===== src/decPkg.sv =====
package decPkg;

	localparam int instrWidth = 32;
	localparam int regIdWidth = 6;
	localparam int immWidth = 33;

	typedef logic [regIdWidth-1:0] regId;
	typedef logic [immWidth-1:0] immValue;

	// special register numbers
	localparam regId regZzr = 6'h3F;
	localparam regId regImm = 6'h3E;
	localparam regId regDlr = 6'h30;
	localparam regId regPc = 6'h20;
	localparam regId regGbr = 6'h21;

	typedef enum logic [3:0] {
		INVOP = 4'h0,
		NOP = 4'h1,
		MOVRM = 4'h2,
		MOVMR = 4'h3,
		LEAMR = 4'h4,
		ALU3 = 4'h5,
		MUL3 = 4'h6,
		BRA = 4'h7,
		BSR = 4'h8,
		MOVIR = 4'h9
	} majorOp;

	// branch and predication condition
	typedef enum logic [1:0] {
		AL = 2'd0,
		CT = 2'd1,
		CF = 2'd2
	} condCode;

	// alu codes share the space with the memory access sizes
	typedef enum logic [3:0] {
		ADD = 4'h0,
		SUB = 4'h1,
		AND = 4'h2,
		OR = 4'h3,
		XOR = 4'h4,
		LDIX = 4'h5,
		SB = 4'h8,
		SW = 4'h9,
		SL = 4'hA,
		SQ = 4'hB,
		UB = 4'hC,
		UW = 4'hD,
		UL = 4'hE
	} subOp;

	// operand layout handed from stage one to stage two
	typedef enum logic [2:0] {
		Z = 3'd0,
		REGREG = 3'd1,
		REGIMMREG = 3'd2,
		LDDR = 3'd3,
		PCDISP = 3'd4,
		IMM16REG = 3'd5,
		IMM24 = 3'd6
	} opForm;

	typedef enum logic {
		ZERO = 1'b0,
		ONES = 1'b1
	} immKind;

	// 4-bit field plus extension bit gives the 6-bit selector;
	// low fields and RF map into the upper half unless extended
	function automatic regId buildSel(input logic [3:0] field, input logic ext);
		logic hiBit;
		hiBit = ((field[3:1] == 3'b000) || (field == 4'hF)) && !ext;
		return {hiBit, ext, field};
	endfunction

endpackage

===== src/opDecoder.sv =====
`timescale 1ns/1ps

module opDecoder (
	input logic clock,
	input logic reset,
	input logic [decPkg::instrWidth-1:0] instrWord,
	input logic inValid,
	output logic inReady,
	input logic outReady,
	output logic outValid,
	output decPkg::regId regN,
	output decPkg::regId regM,
	output decPkg::regId regO,
	output decPkg::immValue imm,
	output decPkg::majorOp opMajor,
	output decPkg::condCode opCond,
	output decPkg::subOp opSub
);
	import decPkg::*;

	regId rnDfl;
	regId rmDfl;
	regId roDfl;
	logic rmIsR0;
	logic rmIsR1;
	logic [23:0] immBits;

	logic s1Valid;
	majorOp s1Major;
	condCode s1Cond;
	subOp s1Sub;
	opForm s1Form;
	immKind s1Kind;

	// inReady doubles as the pipeline advance
	decFields u_decFields (
		.clock(clock),
		.reset(reset),
		.advance(inReady),
		.instrWord(instrWord),
		.rnDfl(rnDfl),
		.rmDfl(rmDfl),
		.roDfl(roDfl),
		.rmIsR0(rmIsR0),
		.rmIsR1(rmIsR1),
		.immBits(immBits)
	);

	decClassify u_decClassify (
		.clock(clock),
		.reset(reset),
		.advance(inReady),
		.inValid(inValid),
		.instrWord(instrWord),
		.s1Valid(s1Valid),
		.opMajor(s1Major),
		.opCond(s1Cond),
		.opSub(s1Sub),
		.opForm(s1Form),
		.immSign(s1Kind)
	);

	decOperandSelect u_decOperandSelect (
		.clock(clock),
		.reset(reset),
		.outReady(outReady),
		.s1Valid(s1Valid),
		.opMajor(s1Major),
		.opCond(s1Cond),
		.opSub(s1Sub),
		.opForm(s1Form),
		.immSign(s1Kind),
		.rnDfl(rnDfl),
		.rmDfl(rmDfl),
		.roDfl(roDfl),
		.rmIsR0(rmIsR0),
		.rmIsR1(rmIsR1),
		.immBits(immBits),
		.advance(inReady),
		.outValid(outValid),
		.regN(regN),
		.regM(regM),
		.regO(regO),
		.imm(imm),
		.outMajor(opMajor),
		.outCond(opCond),
		.outSub(opSub)
	);

endmodule


===== src/decOperandSelect.sv =====
`timescale 1ns/1ps

module decOperandSelect (
	input logic clock,
	input logic reset,
	input logic outReady,
	input logic s1Valid,
	input decPkg::majorOp opMajor,
	input decPkg::condCode opCond,
	input decPkg::subOp opSub,
	input decPkg::opForm opForm,
	input decPkg::immKind immSign,
	input decPkg::regId rnDfl,
	input decPkg::regId rmDfl,
	input decPkg::regId roDfl,
	input logic rmIsR0,
	input logic rmIsR1,
	input logic [23:0] immBits,
	output logic advance,
	output logic outValid,
	output decPkg::regId regN,
	output decPkg::regId regM,
	output decPkg::regId regO,
	output decPkg::immValue imm,
	output decPkg::majorOp outMajor,
	output decPkg::condCode outCond,
	output decPkg::subOp outSub
);
	import decPkg::*;

	regId nNext;
	regId mNext;
	regId oNext;
	regId dstF8;
	immValue immNext;
	logic fill;

	// empty or draining this cycle
	assign advance = !outValid || outReady;

	assign fill = (immSign == ONES);

	// F8 target register comes from the low five bits of the word
	assign dstF8 = buildSel(immBits[19:16], immBits[20]);

	always_comb begin
		nNext = regZzr;
		mNext = regZzr;
		oNext = regZzr;
		immNext = '0;

		case (opForm)
			REGREG: begin
				nNext = rnDfl;
				mNext = rmDfl;
				oNext = roDfl;
				immNext = {28'd0, immBits[20:16]};
			end
			REGIMMREG: begin
				nNext = rnDfl;
				mNext = rmDfl;
				oNext = regImm;
				immNext = {{24{fill}}, immBits[8:0]};
			end
			LDDR: begin
				nNext = rnDfl;
				oNext = roDfl;
				if (rmIsR1) begin
					mNext = regGbr;
				end else if (rmIsR0) begin
					mNext = regPc;
				end else begin
					mNext = rmDfl;
				end
			end
			PCDISP: begin
				nNext = regDlr;
				mNext = regPc;
				oNext = regImm;
				// sign taken from bit 7 of the word
				immNext = {{13{immBits[23]}}, immBits[23:16], immBits[11:0]};
			end
			IMM16REG: begin
				nNext = dstF8;
				mNext = regImm;
				oNext = dstF8;
				immNext = {{17{fill}}, immBits[15:0]};
			end
			IMM24: begin
				nNext = regDlr;
				mNext = regDlr;
				oNext = regImm;
				immNext = {{9{fill}}, immBits};
			end
			default: begin
			end
		endcase
	end

	always_ff @(posedge clock) begin
		if (reset) begin
			outValid <= 1'b0;
		end else if (advance) begin
			outValid <= s1Valid;
		end
	end

	// held while stalled
	always_ff @(posedge clock) begin
		if (advance) begin
			regN <= nNext;
			regM <= mNext;
			regO <= oNext;
			imm <= immNext;
			outMajor <= opMajor;
			outCond <= opCond;
			outSub <= opSub;
		end
	end

endmodule


===== src/decClassify.sv =====
`timescale 1ns/1ps

module decClassify (
	input logic clock,
	input logic reset,
	input logic advance,
	input logic inValid,
	input logic [decPkg::instrWidth-1:0] instrWord,
	output logic s1Valid,
	output decPkg::majorOp opMajor,
	output decPkg::condCode opCond,
	output decPkg::subOp opSub,
	output decPkg::opForm opForm,
	output decPkg::immKind immSign
);
	import decPkg::*;

	majorOp majorNext;
	condCode condNext;
	subOp subNext;
	decPkg::opForm formNext;
	immKind kindNext;
	logic qBit;

	assign qBit = instrWord[27];

	always_comb begin
		majorNext = INVOP;
		condNext = AL;
		subNext = ADD;
		formNext = Z;
		kindNext = ZERO;

		case (instrWord[11:8])
			4'h0: begin
				casez (instrWord[31:16])
					16'h0zz4, 16'h0zz5, 16'h0zz6, 16'h0zz7: begin
						majorNext = qBit ? LEAMR : MOVRM;
						formNext = LDDR;
						case (instrWord[17:16])
							2'd0: subNext = SB;
							2'd1: subNext = SW;
							2'd2: subNext = SL;
							default: subNext = SQ;
						endcase
					end
					16'h0zzC, 16'h0zzD, 16'h0zzE, 16'h0zzF: begin
						majorNext = MOVMR;
						formNext = LDDR;
						// Q picks the unsigned width, except on F
						case (instrWord[17:16])
							2'd0: subNext = qBit ? UB : SB;
							2'd1: subNext = qBit ? UW : SW;
							2'd2: subNext = qBit ? UL : SL;
							default: subNext = qBit ? SL : SQ;
						endcase
					end
					16'h1zz0: begin
						majorNext = ALU3;
						formNext = REGREG;
						subNext = ADD;
					end
					16'h1zz1: begin
						majorNext = ALU3;
						formNext = REGREG;
						subNext = SUB;
					end
					16'h1zz2: begin
						majorNext = MUL3;
						formNext = REGREG;
						subNext = ADD;
					end
					16'h1zz5: begin
						majorNext = ALU3;
						formNext = REGREG;
						subNext = AND;
					end
					16'h1zz6: begin
						majorNext = ALU3;
						formNext = REGREG;
						subNext = OR;
					end
					16'h1zz7: begin
						majorNext = ALU3;
						formNext = REGREG;
						subNext = XOR;
					end
					// 20-bit pc-relative branches
					16'hCzzz: begin
						majorNext = BRA;
						formNext = PCDISP;
					end
					16'hDzzz: begin
						majorNext = BSR;
						formNext = PCDISP;
					end
					16'hEzzz: begin
						majorNext = BRA;
						formNext = PCDISP;
						condNext = CT;
					end
					16'hFzzz: begin
						majorNext = BRA;
						formNext = PCDISP;
						condNext = CF;
					end
					default: begin
					end
				endcase
			end
			4'h2: begin
				case (instrWord[31:28])
					4'h0, 4'h1: begin
						majorNext = ALU3;
						formNext = REGIMMREG;
						subNext = ADD;
						kindNext = instrWord[28] ? ONES : ZERO;
					end
					4'h5: begin
						majorNext = ALU3;
						formNext = REGIMMREG;
						subNext = AND;
					end
					4'h6: begin
						majorNext = ALU3;
						formNext = REGIMMREG;
						subNext = OR;
					end
					4'h7: begin
						majorNext = ALU3;
						formNext = REGIMMREG;
						subNext = XOR;
					end
					default: begin
					end
				endcase
			end
			4'h8: begin
				if (instrWord[7:6] == 2'b00) begin
					majorNext = MOVIR;
					formNext = IMM16REG;
					subNext = LDIX;
					kindNext = instrWord[5] ? ONES : ZERO;
				end
			end
			4'hA, 4'hB: begin
				majorNext = MOVIR;
				formNext = IMM24;
				subNext = LDIX;
				kindNext = instrWord[8] ? ONES : ZERO;
			end
			default: begin
			end
		endcase

		// outside the F block nothing decodes
		if (instrWord[15:13] != 3'b111) begin
			majorNext = INVOP;
			condNext = AL;
			subNext = ADD;
			formNext = Z;
			kindNext = ZERO;
		end
	end

	always_ff @(posedge clock) begin
		if (reset) begin
			s1Valid <= 1'b0;
		end else if (advance) begin
			s1Valid <= inValid;
		end
	end

	always_ff @(posedge clock) begin
		if (advance) begin
			opMajor <= majorNext;
			opCond <= condNext;
			opSub <= subNext;
			opForm <= formNext;
			immSign <= kindNext;
		end
	end

endmodule


===== src/decFields.sv =====
`timescale 1ns/1ps

module decFields (
	input logic clock,
	input logic reset,
	input logic advance,
	input logic [decPkg::instrWidth-1:0] instrWord,
	output decPkg::regId rnDfl,
	output decPkg::regId rmDfl,
	output decPkg::regId roDfl,
	output logic rmIsR0,
	output logic rmIsR1,
	output logic [23:0] immBits
);
	import decPkg::*;

	regId rnNext;
	regId rmNext;
	regId roNext;

	// Rn from 7:4, Rm from 3:0, Ro from 23:20
	assign rnNext = buildSel(instrWord[7:4], instrWord[26]);
	assign rmNext = buildSel(instrWord[3:0], instrWord[25]);
	assign roNext = buildSel(instrWord[23:20], instrWord[24]);

	always_ff @(posedge clock) begin
		if (reset) begin
			rnDfl <= regZzr;
			rmDfl <= regZzr;
			roDfl <= regZzr;
			rmIsR0 <= 1'b0;
			rmIsR1 <= 1'b0;
		end else if (advance) begin
			rnDfl <= rnNext;
			rmDfl <= rmNext;
			roDfl <= roNext;
			// base register flags for the PC/GBR substitution
			rmIsR0 <= (rmNext[4:0] == 5'd0);
			rmIsR1 <= (rmNext[4:0] == 5'd1);
		end
	end

	// low byte on top, upper halfword below
	always_ff @(posedge clock) begin
		if (advance) begin
			immBits <= {instrWord[7:0], instrWord[31:16]};
		end
	end

endmodule


===== config.mk =====
export PLATFORM = sky130hd
export DESIGN_NAME = opDecoder
export DESIGN_NICKNAME = d
export VERILOG_FILES = /design/src/decPkg.sv /design/src/opDecoder.sv /design/src/decOperandSelect.sv /design/src/decClassify.sv /design/src/decFields.sv
export SDC_FILE = /design/constraint.sdc
export NUM_CORES = 1
export LEC_CHECK = 0
export ABC_AREA = 0
export BUFFER_PORTS_ARGS = -buffer_cell sky130_fd_sc_hd__buf_2
export CAP_MARGIN = 20
export CORE_MARGIN = 5
export CORE_UTILIZATION = 40
export DETAILED_ROUTE_END_ITERATION = 8
export GPL_TIMING_DRIVEN = 0
export PLACE_DENSITY = 0.7
export SLEW_MARGIN = 25
export SYNTH_ARGS = -nofsm -noshare
export SYNTH_HDL_FRONTEND = slang
export SYNTH_SLANG_ARGS = --single-unit

===== constraint.sdc =====
create_clock -name clock -period 11.1 [get_ports clock]
set_input_delay 1.11 -clock clock [delete_from_list [all_inputs] [get_ports clock]]
set_output_delay 1.11 -clock clock [all_outputs]
set_load 0.005 [all_outputs]

* Yosys cells after proc, flatten, opt, wreduce, memory -nomap -nowiden
Index checks and enable logic that the tools add are counted.
** Storage, ports and cells
- Register bits after elaboration :: 121
- Logic and storage cells :: 132
- Output and inout bits :: 63
- Input port bits :: 36
** Cells by class
- Multiplexer cells :: 32
- Equality and inequality tests :: 40
- Bitwise gates (word level) :: 1
- Reduce and logical (&&, ||, !) cells :: 39
** Operators with widths (number)
- 33-bit one-hot mux with 5 select lines :: 1
- 8-bit by 5-bit == test with 1-bit output, second input constant :: 6
- 4-bit one-hot mux with 6 select lines :: 2
- 4-bit == test, second input constant :: 11
- 6-bit one-hot mux with 3 select lines :: 2
- 8-bit by 3-bit == test with 1-bit output, second input constant :: 4
- 8-bit by 4-bit == test with 1-bit output, second input constant :: 4
- 4-bit one-hot mux with 4 select lines :: 2
- 6-bit one-hot mux with 5 select lines :: 1
- 3-bit two-way mux :: 7
- 3-bit one-hot mux with 3 select lines :: 2
- 4-bit by 3-bit == test with 1-bit output, second input constant :: 3
- 3-bit zero test :: 4
- 6-bit two-way mux :: 2
- 3-bit one-hot mux with 4 select lines :: 1
- 4-bit one-hot mux with 3 select lines :: 1
- 2-bit OR reduction :: 6
- 4-bit OR reduction :: 3
- 5-bit OR reduction :: 2
- 3-bit == test, second input constant :: 3
- 3-bit OR reduction :: 3
- 4-bit zero test :: 2
- 8-bit OR reduction :: 1
- 3-bit by 2-bit == test with 1-bit output, second input constant :: 2
- other kinds (20) :: 37

* Longest topological paths before layout
- Depth in word-level cells :: 4
- Depth in mapped cells :: 7
- Gate-level depth less buffers :: 5

* By module
From an unflattened synthesis, not the netlist that was laid out.
** Unflattened totals
- Cell total of the unflattened synthesis :: 447
- Area, all modules :: 5231.3 sq um
** Modules (own cells, without submodules)
- decOperandSelect :: instances 1, cells each 226, area each 2592.5 sq um, seq. area each 1611.5 sq um
- decFields :: instances 1, cells each 100, area each 1536.5 sq um, seq. area each 1121.1 sq um
- decClassify :: instances 1, cells each 121, area each 1102.3 sq um, seq. area each 440.4 sq um

* Worst setup path after synthesis
No wires, ideal clock.
- Kind :: input port to output port
- Start :: input port outReady
- End :: output port inReady
- Stages on the path :: 3
- Setup slack :: 6.027 ns
- Arrival :: 3.963 ns
- Data required time :: 9.990 ns
- Cell sequence :: nor2b_1 inv_1 clkbuf_1
** On the way
- Cells in the longest elaborated chain, start to end :: 1
** RTL lines
- start: declaration :: line opDecoder.sv:9 : input logic outReady,
- 1-bit logical OR :: line decOperandSelect.sv:39 : assign advance = !outValid || outReady;
- end: declaration :: line opDecoder.sv:8 : output logic inReady,
No other way between the ends.

* Worst setup path in the final report
Ends and elaborated chain as after synthesis.

==> metrics.md <==
| Metric | Value |
|---|---|
| Input/output buffers | `96` |
| # H-tree levels | `4` |
| # DRC | `0` |
| CP Max Fanout | `27` |
| Diode count | `0` |
| Slowest CP cell | `clkbuf_4` |
| RSZ-0062 raised after global routing | `false` |
| Worst Path Buf+Inv | `4` |
| DP Area | `0.00572 mm²` |
| Status | `finished clean` |
| Die area | `0.0148 mm²` |
| Peak supply drop | `90.6 µV` |
| Crit start category | `input port` |
| Layout cells sized above 1 | `26.0%` |
| Post-Synthesis Cells | `442` |
| 1st-pass router iterations | `5` |
| Design internal power | `826 µW` |
| Pin count of the biggest net entering global routing | `44` |
| Critical Path Max Stage Delay | `320 ps` |
| Core area | `0.0121 mm²` |
| Num CTS Buffers | `17` |
| CTS Buffer Depth | `2` |
| Tightest Pin Transition | `929 ps` |
| Final Critical Period | `3110 ps` |
| CP top delay family | `buffers and inverters` |
| Initial antenna violation count | `0` |
| Nets | `595` |
| FILL cells | `1113` |
| Register bit count reported by yosys | `113` |
| Initial core utilization | `41.2%` |
| Post-synth EDFFs | `91` |
| GPL Wtd Cong | `0.900` |
| Post-Synth Simple-Gate Area | `15.7%` |
| CP cell instances | `buf_2, nor2b_1, inv_1, clkbuf_4, buf_2` |
| Row count | `40` |
| Clock power frac | `45.8%` |
| Mux contribution to synthesized area | `1.58%` |
| I/O pin count | `99` |
| Sink Count | `113` |
| Vias in the first global route | `3779` |
| Leak | `0.00244 µW` |
| Sequential share of the synthesized area | `63.6%` |
| Chip width | `122 µm` |
| Post-synthesis adder-cell area fraction | `0.201%` |
| XOR/XNOR share of the synthesized area | `0.176%` |
| CP required | `9990 ps` |
| Crit path DAT | `2000 ps` |
| DR vias/cell | `5.25` |
| Final period util | `28.0%` |
| Post-CTS repair timing setup buffer count | `0` |
| DR vias | `3885` |
| Combinational power share | `7.4%` |
| Most common cell after layout, fill and taps aside | `buf_2` |
| Routed WL | `12200 µm` |
| Maxcap violations | `0` |
| CTS clk-pin slew, worst paths | `50 ps` |
| Syn Area/Cell | `11.3 µm²` |
| Largest family of logic cells by synthesized area | `simple AND/OR/NAND/NOR gates` |
| Clock Tree Root | `clkbuf_16` |
| Initial detailed-routing violation count | `412` |
| GRT Total Usage | `16.9%` |
| Post-DP HPWL | `8780 µm` |
| Most frequent cells in the layout | `98 x buf_2, 91 x edfxtp_1, 67 x nand2_1` |
| Commonest register cell after synthesis | `edfxtp_1` |
| TritonCTS clock tree | `built` |
| Total gr overflow | `0` |
| CTS Hold Buffers Added | `0` |
| Mapped Area | `0.00499 mm²` |
| Most used cell, CP | `buf_2` |
| Placed Cells | `708` |
| Clk_lat worst skew | `410 ps` |
| Hold slack | `427 ps` |
| Worst relative slew slack | `37.2%` |
| Layout area overhead | `25.3%` |
| Final setup vio count | `0` |
| Cell area after layout | `0.00625 mm²` |
| Die Height | `122 µm` |
| Endpoint type of the worst setup path | `primary output` |
| Setup TNS Final | `0 ps` |
| WL per Instance | `16.5 µm` |
| Max Slew Vio Count | `0` |
| Non-Filler Instances | `740` |
| Setup Crit Path Kind | `in -> out` |
| Hold Fails Final Rpt | `0` |
| Synth unique cells | `53` |
| Asr flop ratio synth | `0%` |
| Net load switching power | `231 µW` |
| F_max | `0.322 GHz` |
| Reg power frac | `46.8%` |
| Antenna viol nets, final | `0` |
| Final Skew | `15.1 ps` |
| Resize count post-CTS | `0` |
| Compound-gate portion of the synthesized area | `14.5%` |
| Worst Hold Class | `reg -> reg` |
| Ys Warns | `0` |
| Mapped Nets | `478` |
| First-pass GRT wire length | `19600 µm` |
| Switching part of the total | `21.8%` |
| Power Dens Cells | `169 mW/mm²` |
-- worst register-to-register path, cell delays in order (launching register included) --
cell	delay (ps)
edfxtp_1	310
clkbuf_1	370
clkbuf_1	420
buf_1	420
o211ai_1	280
o21ai_0	160
a21oi_1	100
-- power groups by stage --
stage / logic (µW) / clock network, µW / registers [µW]
after floorplan: 39.6 / 0 / 503
after detailed placement: 78.0 / 0 / 503
after global routing: 87.4 / 511 / 497
after global placement: 75.9 / 0 / 503
after CTS: 78.6 / 490 / 495
final: 78.5 / 484 / 495
-- logic make-up (layout without fill, tap and decap cells) --
family / count (synthesis) / count (layout)
xor+xnor: 1 / 1
mux: 7 / 7
compound gates: 112 / 112
fa+ha+maj: 1 / 1
buf+inv: 46 / 176
flops: 113 / 113
simple gates: 162 / 162
-- stage by stage --
| step | utilization (%) | worst slack [ps] | power [µW] |
|---|---|---|---|
| 2_1_floorplan | - | 6030 | 542 |
| 6_report | 51.6 | 7990 | 1060 |
| 3_5_place_dp | 47.2 | 7980 | 581 |
| 5_1_grt | 51.6 | 7880 | 1100 |
| 4_1_cts | 51.6 | 7980 | 1060 |
| 3_3_place_gp | 46.9 | 4580 | 579 |
-- metal layers --
metal | vias to the layer above | share of wire (%) | global-route usage [%] | wire, µm
met4 | 0 | 1.6 | 6.86 | 197
met5 | - | 0 | 0 | 0
li1 | 1882 | - | - | -
met3 | 17 | 7.3 | 4.18 | 890
met1 | 1835 | 44 | 23.1 | 5380
met2 | 151 | 47 | 25.9 | 5730
-- path summary, 6_finish.rpt --
path,from,to,slack (ps),cells past startpoint
worst max-delay path,outReady,inReady,7990,5
worst min-delay path,u_decClassify.opSub[2],u_decOperandSelect.outSub[2],430,0
worst max register to register,u_decClassify.opForm[1],u_decOperandSelect.regM[2],8780,6
worst min register to register,u_decClassify.opSub[2],u_decOperandSelect.outSub[2],430,0
-- flip-flops by register name (all words and copies together), names as in the netlist --
register,flops
u_decOperandSelect.outSub,4
u_decClassify.opCond,2
u_decClassify.opMajor,4
u_decOperandSelect.outMajor,4
u_decClassify.s1Valid,1
u_decFields.rmIsR0,1
u_decFields.rmIsR1,1
u_decOperandSelect.outValid,1
u_decFields.immBits,24
u_decOperandSelect.regO,6
u_decOperandSelect.imm,25
u_decFields.roDfl,6
u_decClassify.opForm,3
u_decFields.rnDfl,6
u_decClassify.immSign,1
u_decClassify.opSub,4
u_decOperandSelect.regM,6
u_decOperandSelect.regN,6
u_decOperandSelect.outCond,2
u_decFields.rmDfl,6
-- layout make-up --
| type | count | area [µm²] | area share (%) |
|---|---|---|---|
| inverters | 12 | 45.0 | 0.721 |
| well taps | 168 | 210 | 3.36 |
| plain buffers | 34 | 171 | 2.74 |
| flip-flops and latches | 113 | 3170 | 50.8 |
| repair buffers | 98 | 520 | 8.33 |
| clock inverters | 7 | 61.3 | 0.981 |
| multi-input cells | 283 | 1600 | 25.6 |
| clock buffers | 25 | 465 | 7.45 |
-- synthesized netlist by cell type, drive strengths merged (5+ instances only) --
master / number / share of area (%)
nor2b: 6 / 0.75
dfxtp: 22 / 8.8
clkbuf: 19 / 1.4
nor2: 22 / 1.7
nand4: 5 / 0.63
inv: 12 / 0.90
buf: 15 / 1.9
a22oi: 6 / 0.90
or3: 6 / 0.75
a21oi: 29 / 2.9
nand3: 20 / 2.0
mux2: 7 / 1.6
o22ai: 5 / 0.63
o21ai: 36 / 3.6
o211ai: 5 / 0.75
nor3: 11 / 1.1
nand2: 67 / 5.0
edfxtp: 91 / 55
Note: power is estimated with default switching activity, not from simulation.
